==> config.mk <==
export PLATFORM = sky130hd
export DESIGN_NAME = axi_subordinate_flat
export DESIGN_NICKNAME = d
export VERILOG_FILES = /design/src/hdl/mem_msg_pkg.sv /design/src/hdl/axi_pkg.sv /design/src/hdl/mem_rev_if.sv /design/src/hdl/mem_fwd_if.sv /design/src/hdl/axi_subordinate.sv /design/src/flat_wrapper.sv
export SDC_FILE = /design/constraint.sdc
export NUM_CORES = 1
export LEC_CHECK = 0
export ABC_AREA = 1
export BUFFER_PORTS_ARGS = -buffer_cell sky130_fd_sc_hd__buf_2
export CORE_MARGIN = 5
export CORE_UTILIZATION = 35
export DETAILED_ROUTE_END_ITERATION = 10
export PLACE_DENSITY = 0.73
export SLEW_MARGIN = 20
export SYNTH_ARGS = -nofsm -noshare
export SYNTH_HDL_FRONTEND = slang
export SYNTH_SLANG_ARGS = --single-unit
==> constraint.sdc <==
create_clock -name clk_i -period 5.8 [get_ports clk_i]
set_input_delay 0 -clock clk_i [delete_from_list [all_inputs] [get_ports clk_i]]
set_output_delay 0 -clock clk_i [all_outputs]
set_load 0.01 [all_outputs]
==> src/hdl/mem_msg_pkg.sv <==
package mem_msg_pkg;

  // ------------------------------
  // fabric message fields
  // ------------------------------
  typedef enum logic {
    MEM_RD = 1'b0,
    MEM_WR = 1'b1
  } mem_msg_e;

  typedef logic [28:0] word_addr_t;  // byte address without the 3 lane bits

  // ------------------------------
  // flow control
  // ------------------------------
  typedef logic [2:0] credit_cnt_t;  // enough for any link in the fabric

endpackage

==> src/hdl/axi_pkg.sv <==
package axi_pkg;

  // ------------------------------
  // channel field widths
  // ------------------------------
  typedef logic [63:0] axi_data_t;  // one full beat
  typedef logic [7:0]  axi_strb_t;  // one bit per byte lane
  typedef logic [31:0] axi_addr_t;  // byte address
  typedef logic [7:0]  axi_len_t;   // beats minus one
  typedef logic [1:0]  axi_resp_t;

  // ------------------------------
  // response codes
  // ------------------------------
  localparam axi_resp_t RESP_OKAY   = 2'b00;
  localparam axi_resp_t RESP_SLVERR = 2'b10;  // bad length or missing wlast
  localparam axi_resp_t RESP_DECERR = 2'b11;  // outside the memory

endpackage
==> src/hdl/mem_rev_if.sv <==
`timescale 1ns/10ps

interface mem_rev_if
  import axi_pkg::*;
  import mem_msg_pkg::*;
  ();

  logic      valid;   // one cycle per message
  mem_msg_e  msg;     // tells B from R at the front end
  axi_data_t data;
  logic      err;
  logic      credit;  // flows back, one pulse per freed slot

  modport src (output valid, msg, data, err, input credit);
  modport dst (input valid, msg, data, err, output credit);

endinterface

==> src/hdl/mem_fwd_if.sv <==
`timescale 1ns/10ps

interface mem_fwd_if
  import axi_pkg::*;
  import mem_msg_pkg::*;
  ();

  logic       valid;   // one cycle per message
  mem_msg_e   msg;
  word_addr_t addr;
  axi_data_t  data;
  axi_strb_t  strb;
  logic       credit;  // flows back, one pulse per freed slot

  modport src (output valid, msg, addr, data, strb, input credit);
  modport dst (input valid, msg, addr, data, strb, output credit);

endinterface

==> src/hdl/axi_subordinate.sv <==
`timescale 1ns/10ps

module axi_subordinate
  import axi_pkg::*;
  import mem_msg_pkg::*;
  #(parameter int ID_WIDTH   = 4,
    parameter int BANK_WORDS = 16,
    parameter int NUM_BANKS  = 4)
  (input  logic                clk_i,
   input  logic                arst_n_i,
   input  logic [ID_WIDTH-1:0] awid_i,
   input  axi_addr_t           awaddr_i,
   input  axi_len_t            awlen_i,
   input  logic                awvalid_i,
   output logic                awready_o,
   input  axi_data_t           wdata_i,
   input  axi_strb_t           wstrb_i,
   input  logic                wlast_i,
   input  logic                wvalid_i,
   output logic                wready_o,
   output logic [ID_WIDTH-1:0] bid_o,
   output axi_resp_t           bresp_o,
   output logic                bvalid_o,
   input  logic                bready_i,
   input  logic [ID_WIDTH-1:0] arid_i,
   input  axi_addr_t           araddr_i,
   input  axi_len_t            arlen_i,
   input  logic                arvalid_i,
   output logic                arready_o,
   output logic [ID_WIDTH-1:0] rid_o,
   output axi_data_t           rdata_o,
   output axi_resp_t           rresp_o,
   output logic                rlast_o,
   output logic                rvalid_o,
   input  logic                rready_i,
   mem_fwd_if.src              fwd,
   mem_rev_if.dst              rev);

  localparam int          MEM_WORDS   = NUM_BANKS * BANK_WORDS;
  localparam credit_cnt_t FWD_CREDITS = 3'd2;

  typedef enum logic [1:0] {IDLE, ISSUE, WAIT, RESP} slot_state_e;

  slot_state_e         wr_state, rd_state;
  logic                aw_got, w_got;   // halves of a write seen so far
  logic [ID_WIDTH-1:0] awid_q, arid_q;
  axi_addr_t           awaddr_q, araddr_q;
  axi_len_t            awlen_q;
  logic                wlast_q;
  axi_data_t           wdata_q, rdata_q;
  axi_strb_t           wstrb_q;
  axi_resp_t           bresp_q, rresp_q;
  credit_cnt_t         fwd_cred;
  logic                wr_turn;         // write wins the next tie
  logic                aw_hs, w_hs, ar_hs, b_hs, r_hs;
  axi_addr_t           wr_addr_v;
  axi_len_t            wr_len_v;
  logic                wr_last_v;
  axi_resp_t           wr_chk, rd_chk;
  logic                send_wr, send_rd, rev_wr, rev_rd;

  assign awready_o = (wr_state == IDLE) && !aw_got;
  assign wready_o  = (wr_state == IDLE) && !w_got;
  assign arready_o = (rd_state == IDLE);
  assign aw_hs     = awvalid_i && awready_o;
  assign w_hs      = wvalid_i && wready_o;
  assign ar_hs     = arvalid_i && arready_o;
  assign b_hs      = bvalid_o && bready_i;
  assign r_hs      = rvalid_o && rready_i;

  // ------------------------------
  // request checks
  // ------------------------------
  assign wr_addr_v = aw_hs ? awaddr_i : awaddr_q;  // beat on the bus wins
  assign wr_len_v  = aw_hs ? awlen_i : awlen_q;
  assign wr_last_v = w_hs ? wlast_i : wlast_q;

  always_comb begin
    if (wr_len_v != '0 || !wr_last_v)
      wr_chk = RESP_SLVERR;
    else if (wr_addr_v[31:3] >= MEM_WORDS)
      wr_chk = RESP_DECERR;
    else
      wr_chk = RESP_OKAY;
    if (arlen_i != '0)
      rd_chk = RESP_SLVERR;
    else if (araddr_i[31:3] >= MEM_WORDS)
      rd_chk = RESP_DECERR;
    else
      rd_chk = RESP_OKAY;
  end

  // ------------------------------
  // issue toward the router
  // ------------------------------
  assign send_wr = (fwd_cred != '0) && (wr_state == ISSUE)
                   && (wr_turn || rd_state != ISSUE);
  assign send_rd = (fwd_cred != '0) && (rd_state == ISSUE) && !send_wr;

  assign fwd.valid = send_wr || send_rd;
  assign fwd.msg   = send_wr ? MEM_WR : MEM_RD;
  assign fwd.addr  = send_wr ? awaddr_q[31:3] : araddr_q[31:3];
  assign fwd.data  = wdata_q;
  assign fwd.strb  = wstrb_q;

  assign rev_wr = rev.valid && (rev.msg == MEM_WR);
  assign rev_rd = rev.valid && (rev.msg == MEM_RD);

  always_ff @(posedge clk_i or negedge arst_n_i) begin
    if (!arst_n_i) begin
      wr_state <= IDLE;
      aw_got   <= 1'b0;
      w_got    <= 1'b0;
      bresp_q  <= RESP_OKAY;
    end else begin
      case (wr_state)
        IDLE: begin
          if ((aw_got || aw_hs) && (w_got || w_hs)) begin
            aw_got   <= 1'b0;
            w_got    <= 1'b0;
            bresp_q  <= wr_chk;
            wr_state <= (wr_chk == RESP_OKAY) ? ISSUE : RESP;
          end else begin
            aw_got <= aw_got || aw_hs;
            w_got  <= w_got || w_hs;
          end
        end
        ISSUE: if (send_wr) wr_state <= WAIT;
        WAIT: begin
          if (rev_wr) begin
            bresp_q  <= rev.err ? RESP_SLVERR : RESP_OKAY;
            wr_state <= RESP;
          end
        end
        default: if (b_hs) wr_state <= IDLE;
      endcase
    end
  end

  always_ff @(posedge clk_i or negedge arst_n_i) begin
    if (!arst_n_i) begin
      rd_state <= IDLE;
      rresp_q  <= RESP_OKAY;
    end else begin
      case (rd_state)
        IDLE: begin
          if (ar_hs) begin
            rresp_q  <= rd_chk;
            rd_state <= (rd_chk == RESP_OKAY) ? ISSUE : RESP;
          end
        end
        ISSUE: if (send_rd) rd_state <= WAIT;
        WAIT: begin
          if (rev_rd) begin
            rresp_q  <= rev.err ? RESP_SLVERR : RESP_OKAY;
            rd_state <= RESP;
          end
        end
        default: if (r_hs) rd_state <= IDLE;
      endcase
    end
  end

  always_ff @(posedge clk_i or negedge arst_n_i) begin
    if (!arst_n_i) begin
      fwd_cred   <= FWD_CREDITS;
      wr_turn    <= 1'b1;
      rev.credit <= 1'b0;
    end else begin
      fwd_cred   <= fwd_cred - credit_cnt_t'(fwd.valid) + credit_cnt_t'(fwd.credit);
      if (fwd.valid) wr_turn <= send_rd;  // alternate on ties
      rev.credit <= rev.valid;            // message is latched into its slot
    end
  end

  always_ff @(posedge clk_i) begin
    if (aw_hs) begin
      awid_q   <= awid_i;
      awaddr_q <= awaddr_i;
      awlen_q  <= awlen_i;
    end
    if (w_hs) begin
      wdata_q <= wdata_i;
      wstrb_q <= wstrb_i;
      wlast_q <= wlast_i;
    end
    if (ar_hs) begin
      arid_q   <= arid_i;
      araddr_q <= araddr_i;
      rdata_q  <= '0;  // error reads return zero
    end else if (rev_rd) begin
      rdata_q <= rev.data;
    end
  end

  assign bvalid_o = (wr_state == RESP);
  assign bid_o    = awid_q;
  assign bresp_o  = bresp_q;
  assign rvalid_o = (rd_state == RESP);
  assign rid_o    = arid_q;
  assign rdata_o  = rdata_q;
  assign rresp_o  = rresp_q;
  assign rlast_o  = rvalid_o;  // single beat only

  // ------------------------------
  // checks
  // ------------------------------
  a_b_hold: assert property (@(posedge clk_i) disable iff (!arst_n_i)
    bvalid_o && !bready_i |=> bvalid_o && $stable({bid_o, bresp_o}));

  a_r_hold: assert property (@(posedge clk_i) disable iff (!arst_n_i)
    rvalid_o && !rready_i |=> rvalid_o && $stable({rid_o, rdata_o, rresp_o}));

  // a send at zero or a stray credit pushes the count past its start value
  a_fwd_credit: assert property (@(posedge clk_i) disable iff (!arst_n_i)
    fwd_cred <= FWD_CREDITS);

endmodule

==> src/flat_wrapper.sv <==
// flat-port wrapper written by rule: the top's interface ports become plain ports
module axi_subordinate_flat import axi_pkg::*; import mem_msg_pkg::*;
#(parameter int ID_WIDTH   = 4,
    parameter int BANK_WORDS = 16,
    parameter int NUM_BANKS  = 4)
  (clk_i, arst_n_i, awid_i, awaddr_i, awlen_i, awvalid_i, awready_o, wdata_i, wstrb_i, wlast_i, wvalid_i, wready_o, bid_o, bresp_o, bvalid_o, bready_i, arid_i, araddr_i, arlen_i, arvalid_i, arready_o, rid_o, rdata_o, rresp_o, rlast_o, rvalid_o, rready_i, fwd_valid, fwd_msg, fwd_addr, fwd_data, fwd_strb, fwd_credit, rev_valid, rev_msg, rev_data, rev_err, rev_credit);
  mem_fwd_if fwd_i ();
  mem_rev_if rev_i ();
  input  logic clk_i;
  input  logic arst_n_i;
  input  logic [ID_WIDTH-1:0] awid_i;
  input  axi_addr_t awaddr_i;
  input  axi_len_t awlen_i;
  input  logic awvalid_i;
  output logic awready_o;
  input  axi_data_t wdata_i;
  input  axi_strb_t wstrb_i;
  input  logic wlast_i;
  input  logic wvalid_i;
  output logic wready_o;
  output logic [ID_WIDTH-1:0] bid_o;
  output axi_resp_t bresp_o;
  output logic bvalid_o;
  input  logic bready_i;
  input  logic [ID_WIDTH-1:0] arid_i;
  input  axi_addr_t araddr_i;
  input  axi_len_t arlen_i;
  input  logic arvalid_i;
  output logic arready_o;
  output logic [ID_WIDTH-1:0] rid_o;
  output axi_data_t rdata_o;
  output axi_resp_t rresp_o;
  output logic rlast_o;
  output logic rvalid_o;
  input  logic rready_i;
  output wire logic [$bits(fwd_i.valid)-1:0] fwd_valid;
  output wire logic [$bits(fwd_i.msg)-1:0] fwd_msg;
  output wire logic [$bits(fwd_i.addr)-1:0] fwd_addr;
  output wire logic [$bits(fwd_i.data)-1:0] fwd_data;
  output wire logic [$bits(fwd_i.strb)-1:0] fwd_strb;
  input wire logic [$bits(fwd_i.credit)-1:0] fwd_credit;
  input wire logic [$bits(rev_i.valid)-1:0] rev_valid;
  input wire logic [$bits(rev_i.msg)-1:0] rev_msg;
  input wire logic [$bits(rev_i.data)-1:0] rev_data;
  input wire logic [$bits(rev_i.err)-1:0] rev_err;
  output wire logic [$bits(rev_i.credit)-1:0] rev_credit;
  assign fwd_valid = fwd_i.valid;
  assign fwd_msg = fwd_i.msg;
  assign fwd_addr = fwd_i.addr;
  assign fwd_data = fwd_i.data;
  assign fwd_strb = fwd_i.strb;
  assign fwd_i.credit = fwd_credit;
  assign rev_i.valid = rev_valid;
  assign rev_i.msg = rev_msg;
  assign rev_i.data = rev_data;
  assign rev_i.err = rev_err;
  assign rev_credit = rev_i.credit;
  axi_subordinate #(.ID_WIDTH(ID_WIDTH), .BANK_WORDS(BANK_WORDS), .NUM_BANKS(NUM_BANKS)) u_core (.clk_i(clk_i), .arst_n_i(arst_n_i), .awid_i(awid_i), .awaddr_i(awaddr_i), .awlen_i(awlen_i), .awvalid_i(awvalid_i), .awready_o(awready_o), .wdata_i(wdata_i), .wstrb_i(wstrb_i), .wlast_i(wlast_i), .wvalid_i(wvalid_i), .wready_o(wready_o), .bid_o(bid_o), .bresp_o(bresp_o), .bvalid_o(bvalid_o), .bready_i(bready_i), .arid_i(arid_i), .araddr_i(araddr_i), .arlen_i(arlen_i), .arvalid_i(arvalid_i), .arready_o(arready_o), .rid_o(rid_o), .rdata_o(rdata_o), .rresp_o(rresp_o), .rlast_o(rlast_o), .rvalid_o(rvalid_o), .rready_i(rready_i), .fwd(fwd_i), .rev(rev_i));
endmodule
### After elaboration in Yosys (flattened, before gate mapping)

Cells that the tools add are included.

| cells by class | value |
|---|---|
| reduce and logical (&&, ||, !) cells | 38 |
| divide/modulo/power cells | 0 |
| add/subtract/negate cells | 2 |
| multipliers | 0 |
| order comparisons | 2 |
| equal/unequal tests | 13 |
| shift operators | 0 |
| bitwise gates (word level) | 1 |
| multiplexer cells | 30 |

Operator list:

| cell | count |
|---|---|
| $ge 29x7->1 const B | 2 |
| $mux 2 | 19 |
| $mux 32 | 1 |
| $mux 29 | 1 |
| $reduce_bool 8->1 | 2 |
| $logic_and 1x1->1 | 14 |
| $pmux 2 s3 | 2 |
| $ne 2x1->1 const B | 5 |
| $eq 2x2->1 const B | 4 |
| $logic_not 2->1 | 4 |
| $mux 8 | 1 |
| $pmux 2 s2 | 2 |
| $reduce_and 4->1 | 2 |
| $reduce_bool 4->1 | 2 |
| $reduce_and 3->1 | 2 |
| $logic_or 1x1->1 | 5 |
| $eq 2x1->1 const B | 2 |
| $logic_not 1->1 | 4 |
| $mux 1 | 4 |
| $ne 2x2->1 const B | 2 |
| $reduce_bool 2->1 | 2 |
| $add 3x1->3 | 1 |
| $reduce_bool 3->1 | 1 |
| $sub 3x1->3 | 1 |
| $not 1->1 | 1 |

| word-level totals | value |
|---|---|
| memory bits (read-only) | 0 |
| register bits | 232 |
| bits in latches | 0 |
| memories kept | 0 |
| memory bits (writable) | 0 |
| logic and storage cells | 105 |

### Longest topological paths before layout

| logic depth | value |
|---|---|
| word-level depth | 11 |
| depth in mapped cells | 17 |
| mapped depth without buffers | 15 |

### Worst setup path after synthesis

OpenSTA, ideal clock, no wires.

| path | value |
|---|---|
| kind | register to register |
| start point | reg u_core.wr_state[0] |
| end point | reg u_core.bresp_q[1] (netlist: u_core.bresp_o[1]) |
| buffers on the path | 1 |
| cell stages (with the launch flop) | 16 |
| setup slack | 2.357 ns |
| arrival | 3.377 ns |
| library setup time | 0.066 ns |
| path through | dfrtp_1 > inv_1 > ha_1 > buf_6 > inv_2 > nor2_1 > nand2_1 > inv_1 > nor2_1 > nand2_1 > nand3_1 > inv_1 > o21ai_0 > a21oi_1 > o21ai_1 > nand2_1 |

| on the way | value |
|---|---|
| longest elaborated chain between the ends | 9 |
| elaborated cells on any way between the ends | 24 |
| classes of those cells | order compare (1); eq/ne (3); mux (7); reduce/logical (13) |

RTL lines:

| item | RTL line | text |
|---|---|---|
| start: declaration | axi_subordinate.sv:44 | `slot_state_e wr_state, rd_state;` |
| start signal: assignment | axi_subordinate.sv:122 | `wr_state <= (wr_chk == RESP_OKAY) ? ISSUE : RESP;` |
| $logic_not 2->1 (*) | axi_subordinate.sv:63 | `assign wready_o = (wr_state == IDLE) && !w_got;` |
| $logic_and 1x1->1 (*) | axi_subordinate.sv:63 |  |
| via wready_o | flat_wrapper.sv:20 | `output logic wready_o;` |
| $logic_and 1x1->1 (*) | axi_subordinate.sv:66 | `assign w_hs = wvalid_i && wready_o;` |
| via u_core.w_hs | axi_subordinate.sv:55 | `logic aw_hs, w_hs, ar_hs, b_hs, r_hs;` |
| $mux 1 | - |  |
| $logic_not 1->1 | axi_subordinate.sv:79 | `if (wr_len_v != '0 \|\| !wr_last_v)` |
| $logic_or 1x1->1 | axi_subordinate.sv:79 |  |
| $mux 2 | axi_subordinate.sv:79 |  |
| $mux 2 | axi_subordinate.sv:118 | `if ((aw_got \|\| aw_hs) && (w_got \|\| w_hs)) begin` |
| $pmux 2 s2 | axi_subordinate.sv:116 | `case (wr_state)` |
| end signal: assignment | axi_subordinate.sv:121 | `bresp_q <= wr_chk;` |
| end signal: assignment | axi_subordinate.sv:131 | `bresp_q <= rev.err ? RESP_SLVERR : RESP_OKAY;` |
| end: declaration | axi_subordinate.sv:52 | `axi_resp_t bresp_q, rresp_q;` |

Mark *: on every way through the listed nets, which the timed path passes. The rest lies on a longest branch. The select of a mux whose other input is x is not followed.
A chain may end at the register's enable or synchronous reset.

### Worst setup path in the final report

| path | value |
|---|---|
| start point | reg u_core.wr_state[0] |
| end point | reg u_core.wr_state[1] |

| on the way | value |
|---|---|
| longest elaborated chain between the ends | 11 |
| elaborated cells on any way between the ends | 32 |
| classes of those cells | order compare (1); eq/ne (6); mux (8); reduce/logical (17) |

RTL lines:

| item | RTL line | text |
|---|---|---|
| $logic_not 2->1 | axi_subordinate.sv:62, axi_subordinate.sv:63, axi_subordinate.sv:116 |  |
| $logic_and 1x1->1 (on tied branches) | axi_subordinate.sv:62, axi_subordinate.sv:63 |  |
| $logic_and 1x1->1 (on tied branches) | axi_subordinate.sv:65, axi_subordinate.sv:66 |  |
| $mux 32 (tied with other cells) | - |  |
| $ge 29x7->1 (tied with other cells) | axi_subordinate.sv:81 | `else if (wr_addr_v[31:3] >= MEM_WORDS)` |
| $mux 2 or $logic_or 1x1->1 (tied branches) | axi_subordinate.sv:81, axi_subordinate.sv:79 |  |
| $mux 2 | axi_subordinate.sv:79 |  |
| $logic_not 2->1 | axi_subordinate.sv:122 |  |
| $mux 2 | axi_subordinate.sv:122 |  |
| $mux 2 | axi_subordinate.sv:118 |  |
| $pmux 2 s3 | axi_subordinate.sv:116 |  |

Parallel ways exist; a longest one is shown, timed or not. The select of a mux whose other input is x is not followed.

==> key figures <==
Status
  – Status: finished, final reports clean

Floorplanning
  – Chip width: 165 um
  – Die height: 165 um
  – Core ar.: 23500 um2
  – IO Count: 422
  – Initial core utilization: 35.6%
  – Die footprint: 27100 um2
  – Row cnt: between 50 and 60

Logic synthesis
  – Yosys top cell by area: edfxtp_1
  – Area contributors post-synth: edfxtp_1 (39%), dfxtp_1 (24%), nand2_1 (8.9%), nor2_1 (7.1%), o21ai_0 (5.2%)
  – Synthesized Nets: 1080
  – Seq cells post-synth: 226
  – Post-synth EDFFs: 109
  – Synthesized instance count: 831
  – Post-synthesis cell type count: 31
  – Commonest register cell after synthesis: edfxtp_1
  – Yosys Warn Count: 0
  – Most frequent cell after synthesis: nand2_1
  – Most instantiated cells after synthesis: nand2_1 (199), nor2_1 (159), edfxtp_1 (109), dfxtp_1 (102), o21ai_0 (87)
  – Synthesized area: 8360 um2
  – Post-Syn Area per Cell: 10.1 um2
  – Post-synth top area share: between 30% and 40%
  – Register area share after synthesis: between 60% and 70%
  – Post-synthesis async set-or-reset flop share: under 10%

Clocking
  – Root buf cell: clkbuf_16
  – Clock latency on the worst-skew pair: 0.53 ns
  – CTS resizes: 0
  – Reg clk slew, reported paths: 0.06 ns
  – Clk sinks: 226
  – CTS tree: yes
  – H-tree Lvls: 1
  – CTS max path bufs: 3
  – Hold buffers post-CTS: 240
  – Postcts setup bufs: 0
  – CTS Buf Count: 25

Power
  – PwrDens: 446 nW/um2
  – Leak: 6.58 nW
  – Power, Total: roughly 6.2 mW
  – Maximum vdd drop: 0.000329 V

Drt
  – Final wirelength: 32.0 mm
  – DRT Pass-1 Iters: 6
  – Total number of vias: between 8000 and 9000
  – Drt wl/cell: 17.5 um
  – Starting DRT DRC Count: 675
  – DRC: 0
  – Routed Antenna Nets: 0
  – Vias per cell: ~4.7

Placed design
  – Placed Area: around 11000 um2
  – PortBufs: a little over 400
  – HPWL after DPL: 19.7 mm
  – GPL Wtd Cong: 0.889
  – Cells after DPL: between 1500 and 2000
  – Post-placement worst setup slack: 2.98 ns

STA
  – Setup Viol. Count Final: 0
  – Pins Over Slew Limit: 0
  – Headroom to the max-slew limit: a little over half
  – Max Clock Freq: about 320 MHz
  – Final period utilization: a little over half
  – Hold slack: roughly 0.029 ns
  – Tmin final: 3.10 ns
  – Worst clock skew: 0.0232 ns
  – Setup_tns: 0 ns
  – Hold Fails Final Rpt: 0
  – Measured slew at the worst slew-check pin: 0.678 ns
  – Final worst slack: 2.70 ns
  – Unrepaired setup endpoints after global routing: false

Finish
  – # fillers: about 1800
  – Final Cell Area: 13900 um2
  – Layout cells sized above 1: 31.2%
  – Area growth syn-to-layout: 66.6%
  – Final #Nets: 1732
  – Fin util: about three fifths
  – Final Non-Filler Cells: between 1500 and 2000

Global route
  – Vias in the first global route: 9001
  – Met3 Resource Use GR: 6.54%
  – First-pass GRT wire length: 47.6 mm
  – Largest net degree at the start of global routing: 67
  – Initial antenna violation count: 5
  – Met2 usage: between 30% and 40%
  – GRT Residual Overflow: 0
  – GR peak layer: met2
  – GRT Resource Usage Total: 22.5%
  – Global routing usage on met1: a little under a quarter

Worst setup path
  – Critical path startpoint category: register
  – WP data required: 6.23 ns
  – CP Max Fanout: 15
  – CP Data Arrival Time: 3.53 ns
  – Crit end category: register
  – Setup CP Type: reg -> reg

Hold path
  – HP Class: in -> async

Flow run
  – MaxCap Viol Count: 0
==> final cells by class <==
| class | instances | area [um2] | share of cell area (%) |
|---|---|---|---|
| clock inverters | 20 | 189 | 1.36 |
| repair buffers | 661 | 4520 | 32.5 |
| diodes | 4 | 10.0 | 0.0718 |
| multi-input cells | 504 | 2240 | 16.1 |
| well taps | 319 | 399 | 2.86 |
| clock buffers | 26 | 629 | 4.52 |
| inverters | 65 | 244 | 1.75 |
| flip-flops and latches | 226 | 5690 | 40.9 |
==> registers in the layout (all words and copies together) (netlist names) <==
| register | count |
|---|---|
| u_core.rresp_o | 2 |
| u_core.rid_o | 4 |
| u_core.fwd.data | 64 |
| u_core.bresp_o | 2 |
| u_core.rev.credit | 1 |
| u_core.wr_turn | 1 |
| u_core.fwd.strb | 8 |
| u_core.fwd_cred | 3 |
| u_core.aw_got | 1 |
| u_core.wr_state | 2 |
| u_core.rdata_o | 64 |
| u_core.araddr_q | 29 |
| u_core.wlast_q | 1 |
| u_core.w_got | 1 |
| u_core.bid_o | 4 |
| u_core.awlen_q | 8 |
| u_core.rd_state | 2 |
| u_core.awaddr_q | 29 |
==> cells by family after synthesis <==
kind of cell / after synthesis / share of synthesized area (%)
compound gates: 99 / 5.98
xor+xnor: 2 / 0.209
fa+ha+maj: 13 / 2.03
buf+inv: 101 / 5.19
flops: 226 / 68.1
simple gates: 390 / 18.5
==> worst max-delay path, cell delays in order, from the launching register on <==
cell	delay (ns)
dfrtp_1	0.42
inv_1	0.12
ha_1	0.46
inv_2	0.13
nor2_4	0.32
nand3_1	0.15
dlygate4sd3_1	0.59
nand2_1	0.08
nand2_1	0.06
nor2_1	0.12
nand2_1	0.07
nor2_2	0.14
nand3_2	0.09
nand2_1	0.08
nand2_1	0.06
nand2_1	0.05
nand2_1	0.04
==> report_power, final <==
group	switching [mW]	internal [mW]
registers	0.215	2.21
logic	1.37	0.837
clock network	0.652	0.925
total	2.24	3.98
==> path summary, 6_finish.rpt <==
kind                       cells past startpoint  slack [ns]                              to                            from
setup reg to reg                              16        2.70  u_core.wr_state[1]$_DFFE_PN0P_  u_core.wr_state[0]$_DFFE_PN0P_
setup / recovery                              16        2.70  u_core.wr_state[1]$_DFFE_PN0P_  u_core.wr_state[0]$_DFFE_PN0P_
hold reg to reg                                2        0.45       u_core.awlen_q[4]$_DFF_P_       u_core.awlen_q[4]$_DFF_P_
min in group clk_i                             6        0.03  u_core.rd_state[1]$_DFFE_PN0P_                       arvalid_i
max in group asynchronous                      3        4.70    u_core.fwd_cred[0]$_DFF_PN0_                        arst_n_i
hold / removal                                 2        0.03    u_core.fwd_cred[1]$_DFF_PN1_                        arst_n_i
==> per-layer routing <==
| layer | up-vias | wire, um |
|---|---|---|
| met5 | - | 13 |
| met4 | 2 | 2160 |
| met3 | 136 | 3460 |
| met2 | 558 | 15700 |
| met1 | 3933 | 10700 |
| li1 | 4009 | - |
==> cell usage in the layout (no fill, tap or decap) <==
| master | n |
|---|---|
| buf_2 | 415 |
| nor2_4 | 2 |
| a22oi_1 | 1 |
| diode_2 | 4 |
| clkbuf_16 | 25 |
| clkinv_2 | 2 |
| nand3b_1 | 2 |
| ha_1 | 12 |
| nand2_1 | 199 |
| clkinv_1 | 11 |
| nand3_4 | 1 |
| o21ai_0 | 87 |
| dfxtp_1 | 102 |
| nor2_2 | 1 |
| dlygate4sd3_1 | 240 |
| nand3_2 | 2 |
| dfstp_2 | 2 |
| o22ai_1 | 2 |
| xnor2_1 | 2 |
| clkinv_4 | 1 |
| nor2_1 | 158 |
| buf_4 | 6 |
| dfrtp_1 | 13 |
| nand3_1 | 15 |
| inv_2 | 5 |
| fa_1 | 1 |
| o21ai_1 | 2 |
| edfxtp_1 | 109 |
| bufinv_16 | 3 |
| nor4_1 | 5 |
| nand4_1 | 3 |
| inv_16 | 1 |
| clkinvlp_4 | 3 |
| clkbuf_1 | 1 |
| a21oi_1 | 7 |
| inv_1 | 59 |
| nor3_1 | 2 |
(Power assumes the default switching activity.)
